**src/hw/ppu_obj_pkg.sv**
```systemverilog
package ppu_obj_pkg;

  localparam int SCREEN_W    = 160;
  localparam int OAM_ENTRIES = 40;

  // colour 0 is transparent
  typedef logic [1:0] color_id_t;

  // attr bits: 7 bg priority, 6 y-flip, 5 x-flip, 4 palette
  typedef struct packed {
    logic [7:0] y_pos;
    logic [7:0] x_pos;
    logic [7:0] tile_idx;
    logic [7:0] attr;
    logic       valid;
  } obj_entry_t;

  typedef struct packed {
    color_id_t  color;
    logic       palette;
    logic       bg_prio;
    logic [5:0] oam_idx;
  } obj_pixel_t;

  typedef struct packed {
    logic [7:0] ly;
    // set for 8x16 objects
    logic       tall;
  } line_cfg_t;

  typedef struct packed {
    logic [5:0] idx;
    obj_entry_t entry;
  } oam_wr_t;

  // addr is an offset from 0x8000
  typedef struct packed {
    logic [12:0] addr;
    logic [7:0]  data;
  } tile_wr_t;

  typedef enum logic [1:0] {LINE_IDLE, LINE_SCAN, LINE_DRAW} line_state_t;

  typedef enum logic [1:0] {FETCH_IDLE, FETCH_LOW, FETCH_HIGH, FETCH_PUSH} fetch_state_t;

endpackage

```
**src/hw/line_timing.sv**
```systemverilog
`timescale 1ns/100ps

module line_timing (
  input  logic       clk,
  input  logic       reset,
  input  logic       line_start,
  input  logic       hold,
  output logic       busy,
  output logic       scan_start,
  output logic       drawing,
  output logic [7:0] x,
  output logic       shift,
  output logic       pix_valid,
  output logic       line_done
);

  // 40 entry visits plus the scan_done cycle
  localparam logic [5:0] SCAN_LAST = 6'(ppu_obj_pkg::OAM_ENTRIES);
  localparam logic [7:0] X_LAST    = 8'(ppu_obj_pkg::SCREEN_W - 1);

  ppu_obj_pkg::line_state_t state;
  logic [5:0] scan_cnt;

  assign busy       = (state != ppu_obj_pkg::LINE_IDLE);
  assign drawing    = (state == ppu_obj_pkg::LINE_DRAW);
  // a line start is only taken while idle
  assign scan_start = line_start && (state == ppu_obj_pkg::LINE_IDLE);
  assign shift      = drawing && !hold;
  assign pix_valid  = shift;

  always_ff @(posedge clk or posedge reset) begin
    if (reset) begin
      state     <= ppu_obj_pkg::LINE_IDLE;
      scan_cnt  <= '0;
      x         <= '0;
      line_done <= 1'b0;
    end else begin
      line_done <= 1'b0;
      case (state)
        ppu_obj_pkg::LINE_IDLE: begin
          if (scan_start) begin
            state    <= ppu_obj_pkg::LINE_SCAN;
            scan_cnt <= '0;
            x        <= '0;
          end
        end
        ppu_obj_pkg::LINE_SCAN: begin
          if (scan_cnt == SCAN_LAST) begin
            state <= ppu_obj_pkg::LINE_DRAW;
          end else begin
            scan_cnt <= scan_cnt + 6'd1;
          end
        end
        ppu_obj_pkg::LINE_DRAW: begin
          if (!hold) begin
            if (x == X_LAST) begin
              state     <= ppu_obj_pkg::LINE_IDLE;
              line_done <= 1'b1;
            end else begin
              x <= x + 8'd1;
            end
          end
        end
        default: state <= ppu_obj_pkg::LINE_IDLE;
      endcase
    end
  end

endmodule

```
**config.mk**
```make
export PLATFORM = sky130hd
export DESIGN_NAME = line_timing
export DESIGN_NICKNAME = d
export VERILOG_FILES = /design/src/hw/ppu_obj_pkg.sv /design/src/hw/line_timing.sv
export SDC_FILE = /design/constraint.sdc
export NUM_CORES = 1
export LEC_CHECK = 0
export BUFFER_PORTS_ARGS = -buffer_cell sky130_fd_sc_hd__buf_2
export CORE_UTILIZATION = 45
export DETAILED_ROUTE_END_ITERATION = 7
export PLACE_DENSITY = 0.69
export REMOVE_ABC_BUFFERS = 1
export SETUP_SLACK_MARGIN = 0.05
export SYNTH_ARGS = -nofsm -noshare
export SYNTH_HDL_FRONTEND = slang
export SYNTH_SLANG_ARGS = --single-unit
```
**constraint.sdc**
```tcl
create_clock -name clk -period 1.4 [get_ports clk]
set_input_delay 0.28 -clock clk [delete_from_list [all_inputs] [get_ports clk]]
set_output_delay 0.28 -clock clk [all_outputs]
set_load 0.05 [all_outputs]
```
### Word-level counts from Yosys, hierarchy flattened

Index checks and enable logic that the tools add are counted.

| cells by class | value |
|---|---|
| reduce and logical (&&, ||, !) cells | 10 |
| equal/unequal tests | 10 |
| muxes and demuxes | 15 |
| add/subtract/negate cells | 2 |

Operators with widths:

| operator | number |
|---|---|
| $mux 8 | 3 |
| $pmux 8 s2 | 1 |
| $mux 6 | 2 |
| $pmux 6 s2 | 1 |
| $ne 2x2->1 const B | 5 |
| $add 8x1->8 const B | 1 |
| $eq 8x8->1 const B | 1 |
| $mux 2 | 4 |
| $reduce_and 4->1 | 2 |
| $add 6x1->6 const B | 1 |
| $eq 6x6->1 const B | 1 |
| $pmux 2 s3 | 1 |
| $reduce_bool 2->1 | 3 |
| $mux 1 | 3 |
| $reduce_and 3->1 | 1 |
| $eq 2x1->1 const B | 1 |
| $eq 2x2->1 const B | 1 |
| $logic_and 1x1->1 | 2 |
| $logic_not 2->1 | 1 |
| $ne 2x1->1 const B | 1 |
| $logic_not 1->1 | 1 |

| storage, ports and cells | value |
|---|---|
| bits of input ports | 4 |
| logic and storage cells | 41 |
| output and inout port bits | 14 |
| bits in registers | 17 |

### Longest topological paths before layout

| logic depth | value |
|---|---|
| word-level depth | 4 |
| gate-level depth with buffers | 6 |
| depth with buffers taken out | 6 |

### Worst setup path before layout

No wires, ideal clock.

| timing | value |
|---|---|
| kind | reg2out |
| start | register state[0] |
| end | output port scan_start |
| path buffers | 1 |
| slack | -0.593 ns |
| data required time | 1.120 ns |
| arrival | 1.713 ns |
| stages on the path, launching flop included | 4 |
| path through | dfrtp_1 -> buf_2 -> or2_2 -> nor2_1 |

| on the way | value |
|---|---|
| longest elaborated chain between the ends | 2 |

Ends and longest elaborated chain:

| what | RTL line | text |
|---|---|---|
| start, declared | line_timing.sv:21 | `ppu_obj_pkg::line_state_t state;` |
| start signal, assigned | line_timing.sv:33 | `state <= ppu_obj_pkg::LINE_IDLE;` |
| start signal, assigned | line_timing.sv:42 | `state <= ppu_obj_pkg::LINE_SCAN;` |
| start signal, assigned | line_timing.sv:49 | `state <= ppu_obj_pkg::LINE_DRAW;` |
| $logic_not 2->1 | line_timing.sv:27 | `assign scan_start = line_start && (state == ppu_obj_pkg::LINE_IDLE);` |
| $logic_and 1x1->1 | line_timing.sv:27 |  |
| end, declared | line_timing.sv:9 | `output logic scan_start,` |

No other way between the ends.

### Worst setup path in the final report

| timing | value |
|---|---|
| start | register state[0] |
| end | output port pix_valid |

| on the way | value |
|---|---|
| longest elaborated chain between the ends | 2 |

Ends and longest elaborated chain:

| what | RTL line | text |
|---|---|---|
| $eq 2x2->1 | line_timing.sv:25 | `assign drawing = (state == ppu_obj_pkg::LINE_DRAW);` |
| $logic_and 1x1->1 | line_timing.sv:28 | `assign shift = drawing && !hold;` |
| end, declared | line_timing.sv:13 | `output logic pix_valid,` |

No other way between the ends.

==> impl_metrics.tcl <==
set metrics [dict create \
    status "finished with violations" \
    failed_checks "setup timing" \
    critPathMaxFanout 5 \
    rsz0062_at_grt "true" \
    peakVddDrop_mv 1.46 \
    ys.flop_type "dfrtp_1" \
    drv_cap 0 \
    dieArea_sq_um 2410 \
    drive_gt1_share_pct 59.7 \
    fmaxAchievable_mhz 591 \
    critical_path_buf_inv_count 2 \
    slew_violations 0 \
    htreeDepth 1 \
    clk_pin_slew_ps 120 \
    cts_made_buffers 3 \
    via_per_inst 5.88 \
    timing.final.ws_setup_ps -292 \
    setup_tns_ps -1990 \
    reg2reg_to "x[7]$_DFFE_PP0P_" \
    drtAntennaViolNets 0 \
    cts_root_buffer "clkbuf_4" \
    finalClockSkew_ps 8.66 \
    r2r_start "state[0]$_DFFE_PP0P_" \
    worst-setup-path-type "reg2out" \
    synth-seq-area-share_pct 42.6 \
    grt_pass1_vias 990 \
    reg2reg_depth 6 \
    fin_hold_ws_ps 368 \
    crit_path_top_delay_cell "dfrtp_1" \
    worstPathCellList "or3b_4 -> clkinv_4 -> buf_8" \
    yosysTopAreaCell "dfrtp_1" \
    grt_max_degree 12 \
    ys_top_cells_by_area "dfrtp_1 43%, ha_1 3.8%, nand3_1 3.5%" \
    synth_top_area_share_pct 42.6 \
    finalSetupViolations 15 \
    synth_cells 100 \
    path_delay_family "flip-flops" \
    postSynth.asyncResetShare_pct 100 \
    hp-start "hold" \
    slowest_delay_ps 450 \
    relSlewSlack_pct 80.1 \
    clockBufferDepth 2 \
    gp_congestion 0.904 \
    worstPathRequired_ps 1120 \
    cts.sinks 17 \
    overflow 0 \
    fin_util_pct 83.2 \
    rows 16 \
    worstHoldEndpoint "state[1]$_DFFE_PP0P_" \
    start_kind "flop" \
    syn_avg_cell_area_sq_um 9.98 \
    antennaDiodeCount 0 \
    die_w_um 49.1 \
    io-pin-count 18 \
    start_util_pct 49.4 \
    holdPathStages 4 \
    ys_ff_latch 17 \
    place_hpwl_um 1720 \
    finalHoldViolations 0 \
    drc_errors 0 \
    grt_pass1_wl_um 4490 \
    io_buffers 17 \
    yosys.cell_types.count 43 \
    grt.total_usage_pct 24.5 \
    synth_common_cells "17 x dfrtp_1, 8 x inv_1, 7 x nand3_1, 6 x o21ai_0" \
    period_needed_ps 1690 \
    synth_edf_count 0 \
    fin_crit_sh_pct 121 \
    drt_iter0_drc 41 \
    syn_area_sq_um 998 \
    power_density_nw_per_um2 1490 \
    end_kind "output port" \
    nets 157 \
    post_drt_wl_per_cell_um 18.1 \
    dieHeight_um 49.1 \
    via_count 1035 \
    reg2reg_slack_ps -150 \
    ys_warn_count 0 \
    hold_path.class "in2reg" \
    cts_tree "done" \
    p_leak_nw 0.776 \
    worstSkewPairLatency_ps 320 \
    synth_most_common_cell "dfrtp_1" \
    area_delta_synth_final_pct 68.5 \
    core_sq_um 2020 \
    first_pass_iters 4 \
    antenna_found_initial 0 \
    arrival_ps 1410 \
    wirelength_um 3190 \
    tightestPinTransition_ps 298 \
]
==> layer usage <==
metal / vias up / wire [um] / global-route usage, %
met5: - / 0 / 0
met4: 0 / 74 / 9.31
met3: 8 / 210 / 4.36
met2: 51 / 1450 / 40.0
met1: 507 / 1450 / 32.2
li1: 469 / - / -
==> worst max-delay path by stage <==
stage                          from                to  cells past startpoint  slack, ps
2_1_floorplan  state[0]$_DFFE_PP0P_  x[1]$_DFFE_PP0P_                      3       -690
3_3_place_gp       x[0]$_DFFE_PP0P_  x[3]$_DFFE_PP0P_                      5        -50
3_5_place_dp       x[0]$_DFFE_PP0P_  x[3]$_DFFE_PP0P_                      5       -110
4_1_cts        state[0]$_DFFE_PP0P_         pix_valid                      3       -260
5_1_grt        state[0]$_DFFE_PP0P_         pix_valid                      3       -330
6_report       state[0]$_DFFE_PP0P_         pix_valid                      3       -290
==> timing repair <==
action | in CTS | in global routing
endpoints found under the hold margin | 17 | 0
endpoints found under the setup margin | 22 | 27
pin swaps | 15 | 6
hold buffers | 1 | 0
gates resized for setup | 50 | 32
setup buffers | 4 | 9
==> cell usage in the layout (no fill, tap or decap), types with 3 or more instances in the layout <==
cell and n:
buf_8 4, buf_2 7, o21ai_1 5, clkbuf_4 3, inv_1 5, dfrtp_1 16
buf_4 25, buf_6 12, nand3_1 4, nand2b_4 3, inv_2 3, nand2_1 4
==> registers in the layout, summed over array words and instances (netlist names) <==
signal	flops
line_done	1
scan_cnt	6
state	2
x	8
==> through the flow <==
step,total power (W),worst slack [ps],instance area (sq um),std cells
2_1_floorplan,0.00132,-686,973,96
3_3_place_gp,0.00160,-47.4,1230,159
3_5_place_dp,0.00163,-108,1230,159
4_1_cts,0.00211,-257,1470,168
5_1_grt,0.00263,-327,1680,176
6_report,0.00250,-292,1680,176
==> final cells by class <==
class,count,area [sq um]
clock inverter,1,7.51
tap,27,33.8
inverter,9,38.8
multi-input combinational,70,726
clock buffer,3,22.5
fill,105,339
timing repair buffer,49,428
sequential,17,427
==> worst min-delay path, delay by kind of cell <==
family,cells,cell delay [ps]
buf+inv,2,240
compound gates,2,140
==> where the power goes <==
part	leakage [nW]	total, W	internal (W)	switching (W)
logic	0.543	0.00144	0.000689	0.000755
clock network	0.0139	0.000298	0.000110	0.000189
registers	0.219	0.000762	0.000619	0.000143
==> cell families (layout without fill, tap and decap cells) <==
logic type	Yosys count	after routing	share of synthesized area [%]
simple gates	35	35	24.1
compound gates	29	29	20.9
flops	17	17	42.6
buf+inv	13	62	5.89
fa+ha+maj	3	3	3.76
xor+xnor	2	2	1.75
mux	1	1	1.00
Power figures use the tool's default switching activity.
