===== config.mk =====
export PLATFORM = sky130hd
export DESIGN_NAME = obj_pixel_fifo
export DESIGN_NICKNAME = d
export VERILOG_FILES = /design/src/hw/ppu_obj_pkg.sv /design/src/hw/obj_pixel_fifo.sv
export SDC_FILE = /design/constraint.sdc
export NUM_CORES = 1
export LEC_CHECK = 0
export BUFFER_PORTS_ARGS = -buffer_cell sky130_fd_sc_hd__clkbuf_2
export CAP_MARGIN = 20
export CORE_MARGIN = 2
export CORE_UTILIZATION = 50
export CTS_CLUSTER_DIAMETER = 40
export DETAILED_ROUTE_END_ITERATION = 16
export PLACE_DENSITY = 0.81
export RECOVER_POWER = 50
export SLEW_MARGIN = 20
export SYNTH_ARGS = -nofsm -noshare
export SYNTH_HDL_FRONTEND = slang
export SYNTH_SLANG_ARGS = --single-unit
export TNS_END_PERCENT = 30

===== constraint.sdc =====
create_clock -name clk -period 3.1 [get_ports clk]
set_input_delay 0.465 -clock clk [delete_from_list [all_inputs] [get_ports clk]]
set_output_delay 0.465 -clock clk [all_outputs]
set_load 0.1 [all_outputs]

===== src/hw/ppu_obj_pkg.sv =====
package ppu_obj_pkg;

  localparam int SCREEN_W    = 160;
  localparam int OAM_ENTRIES = 40;

  // colour 0 is transparent
  typedef logic [1:0] color_id_t;

  // attr bits: 7 bg priority, 6 y-flip, 5 x-flip, 4 palette
  typedef struct packed {
    logic [7:0] y_pos;
    logic [7:0] x_pos;
    logic [7:0] tile_idx;
    logic [7:0] attr;
    logic       valid;
  } obj_entry_t;

  typedef struct packed {
    color_id_t  color;
    logic       palette;
    logic       bg_prio;
    logic [5:0] oam_idx;
  } obj_pixel_t;

  typedef struct packed {
    logic [7:0] ly;
    // set for 8x16 objects
    logic       tall;
  } line_cfg_t;

  typedef struct packed {
    logic [5:0] idx;
    obj_entry_t entry;
  } oam_wr_t;

  // addr is an offset from 0x8000
  typedef struct packed {
    logic [12:0] addr;
    logic [7:0]  data;
  } tile_wr_t;

  typedef enum logic [1:0] {LINE_IDLE, LINE_SCAN, LINE_DRAW} line_state_t;

  typedef enum logic [1:0] {FETCH_IDLE, FETCH_LOW, FETCH_HIGH, FETCH_PUSH} fetch_state_t;

endpackage


===== src/hw/obj_pixel_fifo.sv =====
`timescale 1ns/100ps

module obj_pixel_fifo (
  input  logic                    clk,
  input  logic                    reset,
  input  logic                    shift,
  input  logic                    merge_en,
  input  ppu_obj_pkg::obj_pixel_t merge_pix [8],
  input  logic                    line_start,
  output ppu_obj_pkg::obj_pixel_t head
);

  localparam ppu_obj_pkg::obj_pixel_t CLEAR_PIX = '0;

  ppu_obj_pkg::obj_pixel_t slots [8];
  ppu_obj_pkg::obj_pixel_t slots_nxt [8];

  // slot 0 is the next pixel out
  assign head = slots[0];

  always_comb begin
    slots_nxt = slots;
    if (merge_en) begin
      // only fill holes, pixels already there keep priority
      for (int i = 0; i < 8; i++) begin
        if (slots[i].color == 2'd0 && merge_pix[i].color != 2'd0) begin
          slots_nxt[i] = merge_pix[i];
        end
      end
    end
    if (shift) begin
      for (int i = 0; i < 7; i++) begin
        slots_nxt[i] = slots_nxt[i + 1];
      end
      slots_nxt[7] = CLEAR_PIX;
    end
  end

  always_ff @(posedge clk or posedge reset) begin
    if (reset) begin
      for (int i = 0; i < 8; i++) begin
        slots[i] <= CLEAR_PIX;
      end
    end else if (line_start) begin
      for (int i = 0; i < 8; i++) begin
        slots[i] <= CLEAR_PIX;
      end
    end else begin
      slots <= slots_nxt;
    end
  end

endmodule


After elaboration in Yosys (flattened, before gate mapping)
Index checks and enable logic that the tools add are counted.

operators by class
  muxes and demuxes = 11
  reduce and logical (&&, ||, !) cells = 27

operators with widths
  cell               count
  $mux 80            3
  $mux 10            8
  $logic_not 2->1    8
  $reduce_bool 2->1  8
  $logic_and 1x1->1  8
  $reduce_bool 3->1  2
  $reduce_and 2->1   1

word-level totals
  flip-flop bits (word level) = 80
  logic and storage cells = 70

Depth between registers and ports, before layout
Gate-level depths: netlist of run 1.

  depth in word-level cells = 6
  gate-level depth with buffers = 6
  mapped depth without buffers = 4

Worst setup path before layout of run 1
No wires, ideal clock.

  path kind = input port to flip-flop
  start = input port merge_en
  end = register slots, in the netlist head[2]
  stages = 5
  arrival = 1.395 ns
  path slack = 1.619 ns
  data required time = 3.013 ns
  path through = buf_6 o2111a_1 buf_6 mux2_2 a211oi_2

on the way
  longest elaborated chain between the ends = 3

RTL lines
  item                    line                  RTL
  start: declaration      obj_pixel_fifo.sv:7   input logic merge_en,
  $mux 80                 obj_pixel_fifo.sv:23  if (merge_en) begin
  $mux 80                 obj_pixel_fifo.sv:31  if (shift) begin
  $mux 80                 obj_pixel_fifo.sv:44  end else if (line_start) begin
  end signal: assignment  obj_pixel_fifo.sv:49  slots <= slots_nxt;
  end: declaration        obj_pixel_fifo.sv:15  ppu_obj_pkg::obj_pixel_t slots [8];

Several ways; a longest one is shown, not always the timed one. The select of a mux whose other input is x is not followed.
A chain may end at the register's enable or synchronous reset.

Worst setup path after layout of run 1
  start = input port merge_en
  end = register slots, in the netlist head[7]

Same word-level chain as after synthesis.

==> metrics.txt, run 1 <==
Seq/Total Area, Yosys 51.70%; Final min period 2.021 ns; final setup margin 1.079 ns; setup violators final 0; CP arrival 2.28 ns; worst reg2reg path startpoint head[9]$_DFFE_PP0P_; Syn Inst Count 328; worst slack at placement 0.8791 ns; Worst Path Max Fanout 19; Crit. End Element flip-flop; CTS sink cnt 80; Tot Pwr 0.002400 W; Longest Clk Path Bufs 2; MaxCap Viol Count 1; final worst path period share 65.19%; vias in the first global route 2728; kind of critical path in2reg; proportion of layout cells with a drive suffix above 1 34.07%; Synth area leaders dfrtp_1 (52%), mux2i_1 (14%), o22ai_1 (7.8%), a211oi_1 (3.3%), nor2_1 (2.5%); die width 92.01 um; PortBufs 94; CP bufs+invs 1; post-route antenna net violation count 0; final net count 488; Fin Setup TNS 0 ns; Starting DRT DRC Count 195; CTS tree built; worst-path cell chain clkbuf_1, o2111a_1, mux2_2, a211oi_2; worst clock skew 0.009248 ns; Die H 92.01 um; Final Hold Fails 0; Initial Utilization 50.90%; top-count cell post-synth dfrtp_1; # rows 32; Core ar. 7607 um^2; Synth Area per Inst 11.81 um^2; distinct cell type count after synthesis 26; die area 8465 um^2; Hold Path Origin shift; WP data required 3.35 ns; overall global routing resource usage 19.61%; antenna fix cells 0; vias per cell 5.457; Leakage Power 2.334 nW; f_max 0.4948 GHz; Max IR drop VDD 336.8 uV; Critical path origin merge_en; GRT overflow 0; post-synthesis register bit count 80; Syn Nets 413; post-CTS setup buffers 0; Slew HR -51.07%; CP max-delay cell clkbuf_1; area grow syn2layout 16.09%; number of synthesized flops with an enable pin 0; root buf cell clkbuf_8; H-tree levels 3; leading register cell type out of synthesis dfrtp_1; I/O pins 95; critical path's largest stage delay 0.65 ns; vias 2783; startpoint types primary input; top cells by count, synth dfrtp_1 (80), mux2i_1 (56), o22ai_1 (48); largest net degree at the start of global routing 59; Post-Route WL 8011 um; RSZ-0062 raised after global routing no; status finished with violations; RePlAce Congestion 0.7357; YS warnings 0; PD cells 533.9 nW/um^2; Clock transition at path regs 0.09 ns; CTS resizes 0; DRC Markers 0; initial antenna violation count 0; top cell type's share of synthesized area 51.70%; HPWL after DPL 5889 um; TritonCTS Buffers 9; CP top delay family compound AO/OA/AOI/OAI gates; WL/cell 15.71 um; Hold Path Class in2reg; first-pass GRT wire length 13170 um; final slew viol count 53; post-synth top area cell dfrtp_1; failing checks max-capacitance violations, max-slew violations; Mapped Area 3872 um^2; Skew-Pair Late Insertion Delay 0.35 ns; DR pass1 iterations 4; Worst Tran Pin Value 2.254 ns; Post-synth ARST share 100.0%; Hold-fix buffers, CTS 0
-- cells by family after synthesis --
kind of cell    after synthesis  synth area share, %
compound gates               94                18.19
flops                        80                51.70
buf+inv                      45                6.365
mux                          64                17.09
simple gates                 45                6.656
-- per-stage QoR --
step	instance area (um^2)	std cells	util, %	hold WS, ns
floorplan	3872	328	-	0.4745
global placement	4295	494	56.46	0.4997
detailed placement	4295	494	56.46	0.5161
CTS	4498	510	59.13	0.2671
global route	4496	510	59.10	0.3525
finish	4496	510	59.10	0.3708
-- layer usage --
metal | routed length [um] | vias to the layer above | track usage (%)
met3 | 439 | 7 | 5.177
met4 | 62 | 0 | 4.104
met5 | 0 | - | 0
met2 | 3909 | 79 | 32.35
li1 | - | 1364 | -
met1 | 3600 | 1333 | 26.34
-- power breakdown --
group | internal [W] | switching, W | leakage, nW | total [W]
clock | 0.000382 | 0.000400 | 0.0982 | 0.000781
sequential | 0.00111 | 0.0000289 | 1.08 | 0.00114
combinational | 0.000181 | 0.000298 | 1.16 | 0.000479
total | 0.00167 | 0.000727 | 2.33 | 0.00240
-- state kept, by name (all words and copies together) (netlist names) --
signal  count
slots      70
head       10
-- area by class of cell --
cell class | count | area, um^2
Fill cell | 638 | 3112
Sequential cell | 80 | 2002
Multi-Input combinational cell | 203 | 1627
Timing Repair Buffer | 97 | 490.5
Tap cell | 102 | 127.6
Clock buffer | 9 | 123.9
Clock inverter | 7 | 78.83
Inverter | 12 | 46.29
-- worst paths after layout --
| check | depth (start not counted) | slack (ns) | to |
|---|---|---|---|
| max | 4 | 1.08 | head[7]$_DFFE_PP0P_ |
| min | 2 | 0.37 | head[0]$_DFFE_PP0P_ |
| max reg2reg | 4 | 1.48 | head[7]$_DFFE_PP0P_ |
| min reg2reg | 2 | 0.53 | slots[5]$_DFF_PP0_ |
| max in group asynchronous | 3 | 1.36 | slots[28]$_DFF_PP0_ |
| min in group asynchronous | 2 | 0.68 | slots[6]$_DFF_PP0_ |
-- worst reg2reg max path, cell delays in order (launching register included) --
cell and delay [ns]:
dfrtp_1 0.41, inv_1 0.08, o2111a_1 0.44, mux2_2 0.40, a211oi_2 0.20
-- cells in the final DEF, fill, tap and decap left out, types with 2 or more instances in the layout --
master / instances
clkinvlp_4: 2
nor2_1: 26
o22ai_1: 48
clkbuf_8: 9
a21oi_1: 5
clkbuf_1: 2
a211oi_2: 5
mux2_2: 5
inv_1: 11
and2b_1: 3
nor2b_1: 9
buf_4: 3
a311oi_1: 2
a31oi_1: 9
dfrtp_1: 80
mux2i_1: 56
inv_6: 2
a211oi_1: 17
mux2_4: 3
nor2b_4: 5
o211ai_2: 5
clkbuf_2: 92
(Power assumes the default switching activity.)
==> run 2, diff against run 1 <==
--- a/config.mk
+++ b/config.mk
@@ -8,10 +8,10 @@
 export BUFFER_PORTS_ARGS = -buffer_cell sky130_fd_sc_hd__clkbuf_2
 export CAP_MARGIN = 20
 export CORE_MARGIN = 2
-export CORE_UTILIZATION = 50
+export CORE_UTILIZATION = 48
 export CTS_CLUSTER_DIAMETER = 40
 export DETAILED_ROUTE_END_ITERATION = 16
-export PLACE_DENSITY = 0.81
+export PLACE_DENSITY = 0.82
 export RECOVER_POWER = 50
 export SLEW_MARGIN = 20
 export SYNTH_ARGS = -nofsm -noshare
==> constraint.sdc (replaced) <==
create_clock -name clk -period 1.8 [get_ports clk]
set_input_delay 0.27 -clock clk [delete_from_list [all_inputs] [get_ports clk]]
set_output_delay 0.27 -clock clk [all_outputs]
set_load 0.1 [all_outputs]
==> metrics.txt, run 2 (synthesis results as in run 1) <==
Leakage Power 2.379 nW (+1.9%); CP arrival 1.75 ns (-0.53 ns); Initial Utilization 49.86% (-1.0 points); die area 8802 um^2 (+4.0%); I/O pins 95 (unchanged); max reg flops 70 (unchanged); post-route antenna net violation count 0 (unchanged); Hold-fix buffers, CTS 0 (unchanged); Hold Path Class in2reg; TritonCTS Buffers 9 (unchanged); initial antenna violation count 0 (unchanged); vias 2796 (+0.47%); hold slack 0.1890 ns (-0.1819 ns); WP data required 2.04 ns (-1.31 ns); first-pass GRT wire length 12830 um (-2.6%); Clock transition at path regs 0.08 ns (about the same); Final Hold Fails 0 (unchanged); number of fill cells 669 (+4.9%); Fin Setup TNS 0 ns (unchanged); Longest Clk Path Bufs 2 (unchanged); CP max-delay cell clkbuf_1; Skew-Pair Late Insertion Delay 0.34 ns (about the same); overall global routing resource usage 18.71% (-0.90 points); worst clock skew 0.008662 ns (-0.0005868 ns); DRC Markers 0 (unchanged); DR pass1 iterations 4 (unchanged); Crit. End Element flip-flop; largest net degree at the start of global routing 81 (+37%); GRT overflow 0 (unchanged); CTS tree built; final worst path period share 83.75%; Worst Tran Pin Value 1.064 ns (-1.190 ns); die width 93.82 um (+2.0%); proportion of layout cells with a drive suffix above 1 34.31% (+0.24 points); Worst Path Max Fanout 20 (+1); worst-path cell chain clkbuf_1, clkbuf_2, and2b_1, a211oi_1; MaxCap Viol Count 0 (-1); HPWL after DPL 5867 um (-0.37%); area grow syn2layout 18.16%; WL/cell 15.60 um (-0.71%); kind of critical path in2reg; Starting DRT DRC Count 175 (-10%); Core ar. 7767 um^2 (+2.1%); status finished clean; f_max 0.6634 GHz; Die H 93.82 um (+2.0%); antenna fix cells 0 (unchanged); final net count 493 (+1.0%); PortBufs 94 (unchanged); # rows 32 (unchanged); startpoint types primary input; vias per cell 5.450 (-0.12%); RSZ-0062 raised after global routing no; Largest Register slots; Slew HR 29.06% (+80 points); setup violators final 0 (unchanged); vias in the first global route 2681 (-1.7%); most frequent cells in the layout clkbuf_2 (94), dfrtp_1 (80), mux2i_1 (56), o22ai_1 (48), nor2_1 (26); RePlAce Congestion 0.7438 (+1.1%); CTS resizes 0 (unchanged); most common cell after layout, fill and taps aside clkbuf_2; H-tree levels 3 (unchanged); post-CTS setup buffers 0 (unchanged); PD cells 940.5 nW/um^2 (+76%); critical path's largest stage delay 0.58 ns (-0.07 ns); Final min period 1.507 ns; final slew viol count 0 (-100%); Max IR drop VDD 556.4 uV (+65%); Post-Route WL 8001 um (-0.12%); CTS sink cnt 80 (unchanged); root buf cell clkbuf_8
==> run 2: cell type report <==
type	count	area [um^2]	share of cell area, %
multi-input combinational	203	1627	35.55
tap	102	127.6	2.789
sequential	80	2002	43.75
timing repair buffer	102	548.0	11.98
inverter	12	48.80	1.066
clock inverter	4	95.09	2.078
clock buffer	10	127.6	2.789
==> run 2: stage by stage <==
stage / power (W) / cell area, um^2 / setup slack [ns] / utilization [%] / std cells
2_1_floorplan: 0.002640 / 3876 / 0.4519 / - / 328
3_3_place_gp: 0.002822 / 4373 / 0.1125 / 56.30 / 499
3_5_place_dp: 0.002847 / 4373 / 0.07011 / 56.30 / 499
4_1_cts: 0.004338 / 4596 / 0.3192 / 59.17 / 513
5_1_grt: 0.004480 / 4576 / 0.1566 / 58.91 / 513
6_report: 0.004303 / 4576 / 0.2926 / 58.91 / 513
==> run 2: report_power, final <==
group	switching, W	total (W)	internal, W
Clock	0.000596	0.00150	0.000904
Combinational	0.000516	0.000840	0.000324
Sequential	0.0000490	0.00196	0.00191
==> run 2: final timing paths <==
kind                       slack, ns             endpoint  cells after the start                start
max                             0.29  slots[19]$_DFF_PP0_                      4                shift
min                             0.19   slots[6]$_DFF_PP0_                      3         merge_pix[6]
max reg2reg                     0.31  head[0]$_DFFE_PP0P_                      5  head[8]$_DFFE_PP0P_
min reg2reg                     0.52   slots[8]$_DFF_PP0_                      2   slots[8]$_DFF_PP0_
max in group asynchronous       0.83  slots[43]$_DFF_PP0_                      3                reset
min in group asynchronous       0.31   slots[0]$_DFF_PP0_                      3                reset
==> run 2: critical path, delay by kind of cell <==
kind	cells	cell delay [ns]
AOI/OAI and AO/OA	1	0.21
buffers and inverters	2	1.03
and+or+nand+nor	1	0.23
==> run 2: metal layers <==
layer	up-vias	track usage, %	part of all wire (%)
met3	6	4.896	6.0
met5	-	0	0
met4	0	4.348	0.64
met1	1325	24.69	45
li1	1376	-	-
met2	89	31.07	49
