--- src/hw/ppu_obj_pkg.sv ---
package ppu_obj_pkg;

  localparam int SCREEN_W    = 160;
  localparam int OAM_ENTRIES = 40;

  // colour 0 is transparent
  typedef logic [1:0] color_id_t;

  // attr bits: 7 bg priority, 6 y-flip, 5 x-flip, 4 palette
  typedef struct packed {
    logic [7:0] y_pos;
    logic [7:0] x_pos;
    logic [7:0] tile_idx;
    logic [7:0] attr;
    logic       valid;
  } obj_entry_t;

  typedef struct packed {
    color_id_t  color;
    logic       palette;
    logic       bg_prio;
    logic [5:0] oam_idx;
  } obj_pixel_t;

  typedef struct packed {
    logic [7:0] ly;
    // set for 8x16 objects
    logic       tall;
  } line_cfg_t;

  typedef struct packed {
    logic [5:0] idx;
    obj_entry_t entry;
  } oam_wr_t;

  // addr is an offset from 0x8000
  typedef struct packed {
    logic [12:0] addr;
    logic [7:0]  data;
  } tile_wr_t;

  typedef enum logic [1:0] {LINE_IDLE, LINE_SCAN, LINE_DRAW} line_state_t;

  typedef enum logic [1:0] {FETCH_IDLE, FETCH_LOW, FETCH_HIGH, FETCH_PUSH} fetch_state_t;

endpackage

--- src/hw/obj_fetcher.sv ---
`timescale 1ns/100ps

module obj_fetcher #(
  parameter int MAX_SPRITES = 10,
  parameter int TILE_ADDR_W = 13
) (
  input  logic                    clk,
  input  logic                    reset,
  input  logic                    scan_done,
  input  logic                    drawing,
  input  logic [7:0]              x,
  input  ppu_obj_pkg::line_cfg_t  line_cfg,
  input  ppu_obj_pkg::obj_entry_t sprite_buf [MAX_SPRITES],
  input  logic [5:0]              sprite_oam_idx [MAX_SPRITES],
  input  logic                    rd_ack,
  input  logic [7:0]              rd_data,
  output logic                    hold,
  output logic                    rd_req,
  output logic [TILE_ADDR_W-1:0]  rd_addr,
  output logic                    merge_en,
  output ppu_obj_pkg::obj_pixel_t merge_pix [8]
);

  localparam int IDX_W = (MAX_SPRITES > 1) ? $clog2(MAX_SPRITES) : 1;

  ppu_obj_pkg::fetch_state_t state;
  ppu_obj_pkg::obj_entry_t   cur;
  ppu_obj_pkg::obj_pixel_t   built [8];

  logic [MAX_SPRITES-1:0] pend;
  logic [MAX_SPRITES-1:0] hit;
  logic [IDX_W-1:0]       sel_idx;
  logic                   any_hit;
  logic [5:0]             cur_oam;
  logic [7:0]             lo_byte;
  logic [7:0]             hi_byte;
  logic [7:0]             row_raw;
  logic [3:0]             row;
  logic [7:0]             tile;
  logic [2:0]             bit_sel;
  logic                   rd_free;

  // lowest buffer index wins when several start at this x
  always_comb begin
    sel_idx = '0;
    for (int i = 0; i < MAX_SPRITES; i++) begin
      hit[i] = pend[i] && ((sprite_buf[i].x_pos - 8'd8) == x);
    end
    for (int i = MAX_SPRITES - 1; i >= 0; i--) begin
      if (hit[i]) begin
        sel_idx = IDX_W'(i);
      end
    end
  end

  assign any_hit = |hit;
  // merge cycle also stalls so the FIFO never merges and shifts together
  assign hold    = drawing && (any_hit || (state != ppu_obj_pkg::FETCH_IDLE) || merge_en);
  assign rd_free = !rd_req && !rd_ack;

  // row inside the object, tall objects span two tiles
  always_comb begin
    row_raw = line_cfg.ly + 8'd16 - cur.y_pos;
    row     = row_raw[3:0];
    if (cur.attr[6]) begin
      row = line_cfg.tall ? (4'd15 - row) : (4'd7 - {1'b0, row[2:0]});
    end
    tile = line_cfg.tall ? {cur.tile_idx[7:1], row[3]} : cur.tile_idx;
  end

  always_comb begin
    for (int i = 0; i < 8; i++) begin
      bit_sel = cur.attr[5] ? 3'(i) : 3'(7 - i);
      built[i].color   = {hi_byte[bit_sel], lo_byte[bit_sel]};
      built[i].palette = cur.attr[4];
      built[i].bg_prio = cur.attr[7];
      built[i].oam_idx = cur_oam;
    end
  end

  always_ff @(posedge clk) begin
    if (state == ppu_obj_pkg::FETCH_IDLE && drawing && any_hit) begin
      cur     <= sprite_buf[sel_idx];
      cur_oam <= sprite_oam_idx[sel_idx];
    end
    if (rd_free && state == ppu_obj_pkg::FETCH_LOW) begin
      rd_addr <= TILE_ADDR_W'({tile, row[2:0], 1'b0});
    end
    if (rd_free && state == ppu_obj_pkg::FETCH_HIGH) begin
      rd_addr <= TILE_ADDR_W'({tile, row[2:0], 1'b1});
    end
    if (rd_req && rd_ack && state == ppu_obj_pkg::FETCH_LOW) begin
      lo_byte <= rd_data;
    end
    if (rd_req && rd_ack && state == ppu_obj_pkg::FETCH_HIGH) begin
      hi_byte <= rd_data;
    end
    if (state == ppu_obj_pkg::FETCH_PUSH) begin
      merge_pix <= built;
    end
  end

  always_ff @(posedge clk or posedge reset) begin
    if (reset) begin
      state    <= ppu_obj_pkg::FETCH_IDLE;
      pend     <= '0;
      rd_req   <= 1'b0;
      merge_en <= 1'b0;
    end else begin
      merge_en <= 1'b0;
      if (scan_done) begin
        for (int i = 0; i < MAX_SPRITES; i++) begin
          pend[i] <= sprite_buf[i].valid;
        end
      end
      case (state)
        ppu_obj_pkg::FETCH_IDLE: begin
          if (drawing && any_hit) begin
            pend[sel_idx] <= 1'b0;
            state         <= ppu_obj_pkg::FETCH_LOW;
          end
        end
        ppu_obj_pkg::FETCH_LOW, ppu_obj_pkg::FETCH_HIGH: begin
          if (rd_free) begin
            rd_req <= 1'b1;
          end else if (rd_req && rd_ack) begin
            rd_req <= 1'b0;
            state  <= (state == ppu_obj_pkg::FETCH_LOW) ? ppu_obj_pkg::FETCH_HIGH :
                                                          ppu_obj_pkg::FETCH_PUSH;
          end
        end
        ppu_obj_pkg::FETCH_PUSH: begin
          merge_en <= 1'b1;
          state    <= ppu_obj_pkg::FETCH_IDLE;
        end
        default: state <= ppu_obj_pkg::FETCH_IDLE;
      endcase
    end
  end

endmodule

--- config.mk ---
export PLATFORM = sky130hd
export DESIGN_NAME = obj_fetcher
export DESIGN_NICKNAME = d
export VERILOG_FILES = /design/src/hw/ppu_obj_pkg.sv /design/src/hw/obj_fetcher.sv
export SDC_FILE = /design/constraint.sdc
export NUM_CORES = 1
export LEC_CHECK = 0
export CORE_AREA = 3 3 201 203
export DETAILED_ROUTE_END_ITERATION = 12
export DIE_AREA = 0 0 204 206
export DONT_BUFFER_PORTS = 1
export PLACE_DENSITY_LB_ADDON = 0.1
export SLEW_MARGIN = 20
export SYNTH_ARGS = -nofsm -noshare
export SYNTH_HDL_FRONTEND = slang
export SYNTH_SLANG_ARGS = --single-unit
--- constraint.sdc ---
create_clock -name clk -period 7.54 [get_ports clk]
set_input_delay 0.754 -clock clk [delete_from_list [all_inputs] [get_ports clk]]
set_output_delay 0.754 -clock clk [all_outputs]
set_load 0.01 [all_outputs]
* Word-level counts from Yosys, hierarchy flattened *
Index checks and enable logic that the tools add are counted.

storage, ports and cells
  bits in latches = 0
  logic and storage cells = 174
  memories = 0
  input port bits = 420
  register bits after elaboration = 92
  ROM bits = 0
  bits in writable memories = 0
  output and inout port bits = 96

cells by class
  reductions and logical operators = 33
  add/sub/neg operators = 14
  div/mod/pow operators = 0
  shift-type cells = 0
  magnitude comparators = 11
  multiply operators = 0
  mux-type cells = 74
  bitwise gates (word level) = 3
  equal/unequal tests = 16

operators with widths
  cell                                                        number
  binary-select mux 33 bit (select 4 bit)                     1
  equality test 8 bit                                         10
  subtractor 8 x 4 -> 8 bit, second input constant            10
  2-to-1 mux 29 bit                                           2
  binary-select mux 1 bit (select 3 bit)                      16
  2-to-1 mux 4 bit                                            12
  less-than comparator 3 x 4 -> 1 bit, second input constant  8
  2-to-1 mux 10 bit                                           3
  binary-select mux 6 bit (select 4 bit)                      1
  2-to-1 mux 12 bit                                           2
  2-to-1 mux 3 bit                                            8
  2-to-1 mux 1 bit                                            22
  logical AND 1 bit                                           21
  2-to-1 mux 6 bit                                            2
  AND 10 bit                                                  1
  inverter 10 bit                                             1
  OR reduction 10 bit                                         1
  2-to-1 mux 2 bit                                            3
  case mux 2 bit (3 select lines)                             1
  nonzero test 2 bit                                          3
  greater-or-equal comparator 5 bit, second input constant    1
  less-than comparator 4 x 5 -> 1 bit, second input constant  1
  inverter 4 -> 5 bit                                         1
  adder 4 x 1 -> 4 bit, second input constant                 1
  15 further kinds                                            19

* Logic depth before layout (Yosys ltp) *
  word-level depth = 21
  depth in mapped cells = 14

* Worst setup path after synthesis *
Ideal clock, no wire load.

  kind = input to register
  from = input port sprite_buf[218] (netlist name)
  to = register cur[27] (netlist name), data pin
  stages on the path = 12
  slack = 4144 ps
  path buffers = 0
  arrival time = 3130 ps
  cells stage by stage = inv_1 -> ha_1 -> xnor2_1 -> nor4_1 -> nand4_1 -> a21oi_1 -> nor2_1 -> a21oi_2 -> mux2_1 -> a2bb2oi_1 -> mux2i_1 -> or3_1

on the way
  longest elaborated chain between the ends = 11

ends and longest elaborated chain
  what                                                  RTL line           RTL
  start, declared                                       obj_fetcher.sv:13  input ppu_obj_pkg::obj_entry_t sprite_buf [MAX_SPRITES],
  subtractor 8 x 4 -> 8 bit                             obj_fetcher.sv:47  hit[i] = pend[i] && ((sprite_buf[i].x_pos - 8'd8) == x);
  equality test 8 bit                                   obj_fetcher.sv:47
  logical AND 1 bit                                     obj_fetcher.sv:47
  2-to-1 mux 4 bit (4 in a row)                         obj_fetcher.sv:50  if (hit[i]) begin
  inverter 4 -> 5 bit (implied by the code)             obj_fetcher.sv:83  cur <= sprite_buf[sel_idx];
  binary-select mux 33 bit (select 4 bit)               obj_fetcher.sv:83
  2-to-1 mux 29 bit (implied by the code) (2 in a row)  obj_fetcher.sv:83
  end signal, assigned                                  obj_fetcher.sv:83
  end, declared                                         obj_fetcher.sv:27  ppu_obj_pkg::obj_entry_t cur;

No other way between the ends. The select of a mux whose other input is x is not followed.
A chain may end at the register's enable or synchronous reset.

* Worst setup path in the final report *
Ends and elaborated chain as after synthesis.

==> key figures <==
Synth
  • Top cells by instance count after synthesis: mux2i_1, edfxtp_1, buf_4
  • Warnings, synthesis: 0
  • Ys flop type: edfxtp_1
  • Cell taking the most area after synthesis: edfxtp_1
  • Mapped Cells: 730
  • Post-Syn Nets: 1,170
  • Register area share after synthesis: 0.333
  • Async set-reset flop share out of synthesis: 0.159
  • Mapped Area: 7690 sq um
  • Netlist cell types: 73
  • Number of synthesized flops with an enable pin: 73
  • FF+latch count, synth: 88
  • Synth top area share: 0.285
  • Syn avg cell area: 10.5 sq um
  • Most common cell in the netlist: mux2i_1
  • Ranking of synthesized cells by area: edfxtp_1, mux2i_1, buf_4

Clock network
  • Post-cts resize count: 0
  • Post-CTS setup buffers: 0
  • Clock tree from TritonCTS: done
  • Clk_lat worst skew: 0.34 ns
  • Cts bufs inserted: 9
  • CTS max path bufs: 2
  • Clk sinks: 88
  • Root Driver: clkbuf_16
  • Clock Pin Slew Worst Setup and Hold Paths: 0.07 ns
  • Number of hold buffers added after cts: 0
  • Htree depth: 3

Floorplan
  • DIE AREA: approximately 42,000 sq um
  • I/O pin count: 516
  • Initial core utilization: 0.199
  • Row count: 72
  • Die W: 204 microns
  • Die Span Y: 206 microns
  • Std-Cell Core Area: 38,600 sq um

Detailed routing
  • Routed met1 length: approximately 12,000 microns
  • WL per Instance: 22.9 microns
  • Detailed Routing Iterations Pass 1: 4
  • Met2 wire len: 12,700 microns
  • Initial drt markers: ~180
  • DR WL met3: 1420 microns
  • Vias: 5,301
  • DRC: 0
  • Routed Antenna Nets: 0
  • Top Layer Used: met5
  • Final WL: 27,000 microns
  • Avg Vias per Cell: 4.50

Timing
  • Fmax: 233 MHz
  • Endpoints failing setup: 0
  • Slew Viols, Final: 0
  • Worst Tran Pin Value: 1.06 ns
  • Slew headroom: 0.296
  • Fin crit share: 0.568
  • Total negative slack: 0 ns
  • Unrepaired setup endpoints after global routing: false
  • Final Hold Viols: 0
  • Final critical-path required period: between 4 and 5 ns
  • Clock Skews: 0.0104 ns
  • Setup ws final: 3.25 ns

Global route
  • Largest net degree at the start of global routing: 67
  • Vias in the first global route: between 5,000 and 6,000
  • All-Layer GR Usage: 0.122
  • Grt ovf: 0
  • Initial antenna violation count: 3
  • First-pass GRT wire length: 37,600 microns

Placed design
  • Port bufs: 0
  • Worst slack, placed: between 2 and 3 ns
  • Routability congestion estimate: just over 0.8
  • HPWL Detailed: 22,900 microns
  • Placed Area: ~7700 sq um

Cells and area
  • Layout Area Growth over Synthesis: 5.11%
  • ANT cells: 0
  • Layout Nets: approximately 1,100
  • Final Cell Area: 8080 sq um
  • Layout cells sized above 1: 0.0865

Power and ir drop
  • Net Sw Frac: 0.316
  • Clock network fraction of total power: 0.321
  • Net load switching power: 0.000482 W
  • Pwr dens: 189 nW/um^2
  • Internal power: 0.00104 W
  • Gate power share: 0.218
  • Leakage: between 3 and 4 nW
  • Max IR drop VDD: approximately 97 uV
  • Seq pwr share: 0.461

Hold path
  • Worst hold path type: in -> async

Critical path
  • Worst path required time: around 7.6 ns
  • Crit Path Max Fanout: 52
  • Crit. End Element: flip-flop
  • Setup crit start kind: primary input
  • CP Data Arrival Time: about 4.4 ns
  • Worst Setup Path Type: in -> reg

Job
  • Max Cap Viol: 0

Outcome
  • Outcome: finished clean
-- registers in the layout, indices dropped and copies added (netlist names) --
| signal | count |
|---|---|
| merge_pix | 24 |
| cur | 14 |
| rd_addr | 12 |
| pend | 10 |
| hi_byte | 8 |
| lo_byte | 8 |
| cur_oam | 6 |
| built | 2 |
| state | 2 |
| merge_en | 1 |
| rd_req | 1 |
-- worst paths after layout --
kind | slack, ns | cells after the start | start | end
setup / recovery | 3.25 | 13 | sprite_buf[218] | cur[27]$_DFFE_PP_
hold / removal | 0.35 | 1 | reset | pend[0]$_DFF_PP0_
setup reg to reg | 3.78 | 8 | pend[4]$_DFF_PP0_ | cur[7]$_DFFE_PP_
hold reg to reg | 0.42 | 0 | built[6]$_DFFE_PP_ | merge_pix[6]$_DFFE_PP_
max in group asynchronous | 6.80 | 1 | reset | rd_req$_DFFE_PP0P_
min in group clk | 0.42 | 0 | built[6]$_DFFE_PP_ | merge_pix[6]$_DFFE_PP_
-- layout by cell type (no fill, tap or decap), types with 9 or more instances in the layout --
cell / instances
o221ai_1: 22
edfxtp_1: 73
xor2_1: 41
a2bb2oi_1: 23
clkbuf_16: 9
inv_1: 41
dfrtp_1: 14
mux2i_1: 139
ha_1: 19
and2_1: 12
xnor2_1: 51
nor4_1: 10
mux2_2: 17
nand2b_1: 12
nor2_1: 24
a21oi_1: 24
nor3_1: 15
-- routing by layer --
layer  vias to the layer above  track usage
met5                         -            0
met4                         2       0.0327
met3                        26       0.0254
met2                       224        0.192
met1                      2575        0.169
li1                       2474            -
-- cells by family after synthesis --
| family | Yosys count | share of synthesized area |
|---|---|---|
| AO/OA/AOI/OAI | 108 | 0.109 |
| flip-flops | 88 | 0.333 |
| AND/OR/NAND/NOR | 127 | 0.0973 |
| other | 1 | 0.000488 |
| XOR/XNOR | 93 | 0.107 |
| multiplexers | 159 | 0.211 |
| buffers and inverters | 134 | 0.109 |
| adder cells (fa/ha/maj) | 20 | 0.0335 |
-- power by group through the flow --
stage	registers (W)	logic, W	clock network [W]
after floorplan	0.000667	0.000343	0
after global placement	0.000714	0.000331	0
after detailed placement	0.000716	0.000339	0
after CTS	0.000706	0.000340	0.000505
after global routing	0.000714	0.000379	0.000531
final	0.000703	0.000333	0.000490
-- stage by stage --
step / power [W] / utilization / cells / hold slack, ns
3_5_place_dp: 0.00105 / 0.200 / 1161 / 0.405
4_1_cts: 0.00155 / 0.209 / 1177 / 0.359
2_1_floorplan: 0.00101 / - / 730 / 0.400
6_report: 0.00153 / 0.209 / 1177 / 0.352
3_3_place_gp: 0.00105 / 0.200 / 1161 / 0.404
5_1_grt: 0.00162 / 0.209 / 1177 / 0.393
-- layout make-up --
class                      count  area [sq um]
multi-input combinational    508          4330
fill                        4226         30600
sequential                    88          2560
clock buffer                   9           225
timing repair buffer           5          50.0
inverter                      42           158
tap                          518           648
clock inverter                 7           104
-- worst max-delay path, cell delays in order --
cell and delay (ns):
inv_1 0.02, ha_1 0.29, xnor2_1 0.13, nor4_1 0.28
nand4_1 0.13, a21oi_1 0.49, nor2_1 0.19, a21oi_4 0.15
buf_4 0.61, mux2_1 0.40, a2bb2oi_1 0.31, mux2i_1 0.14
or3_1 0.43
(Power assumes the default switching activity.)
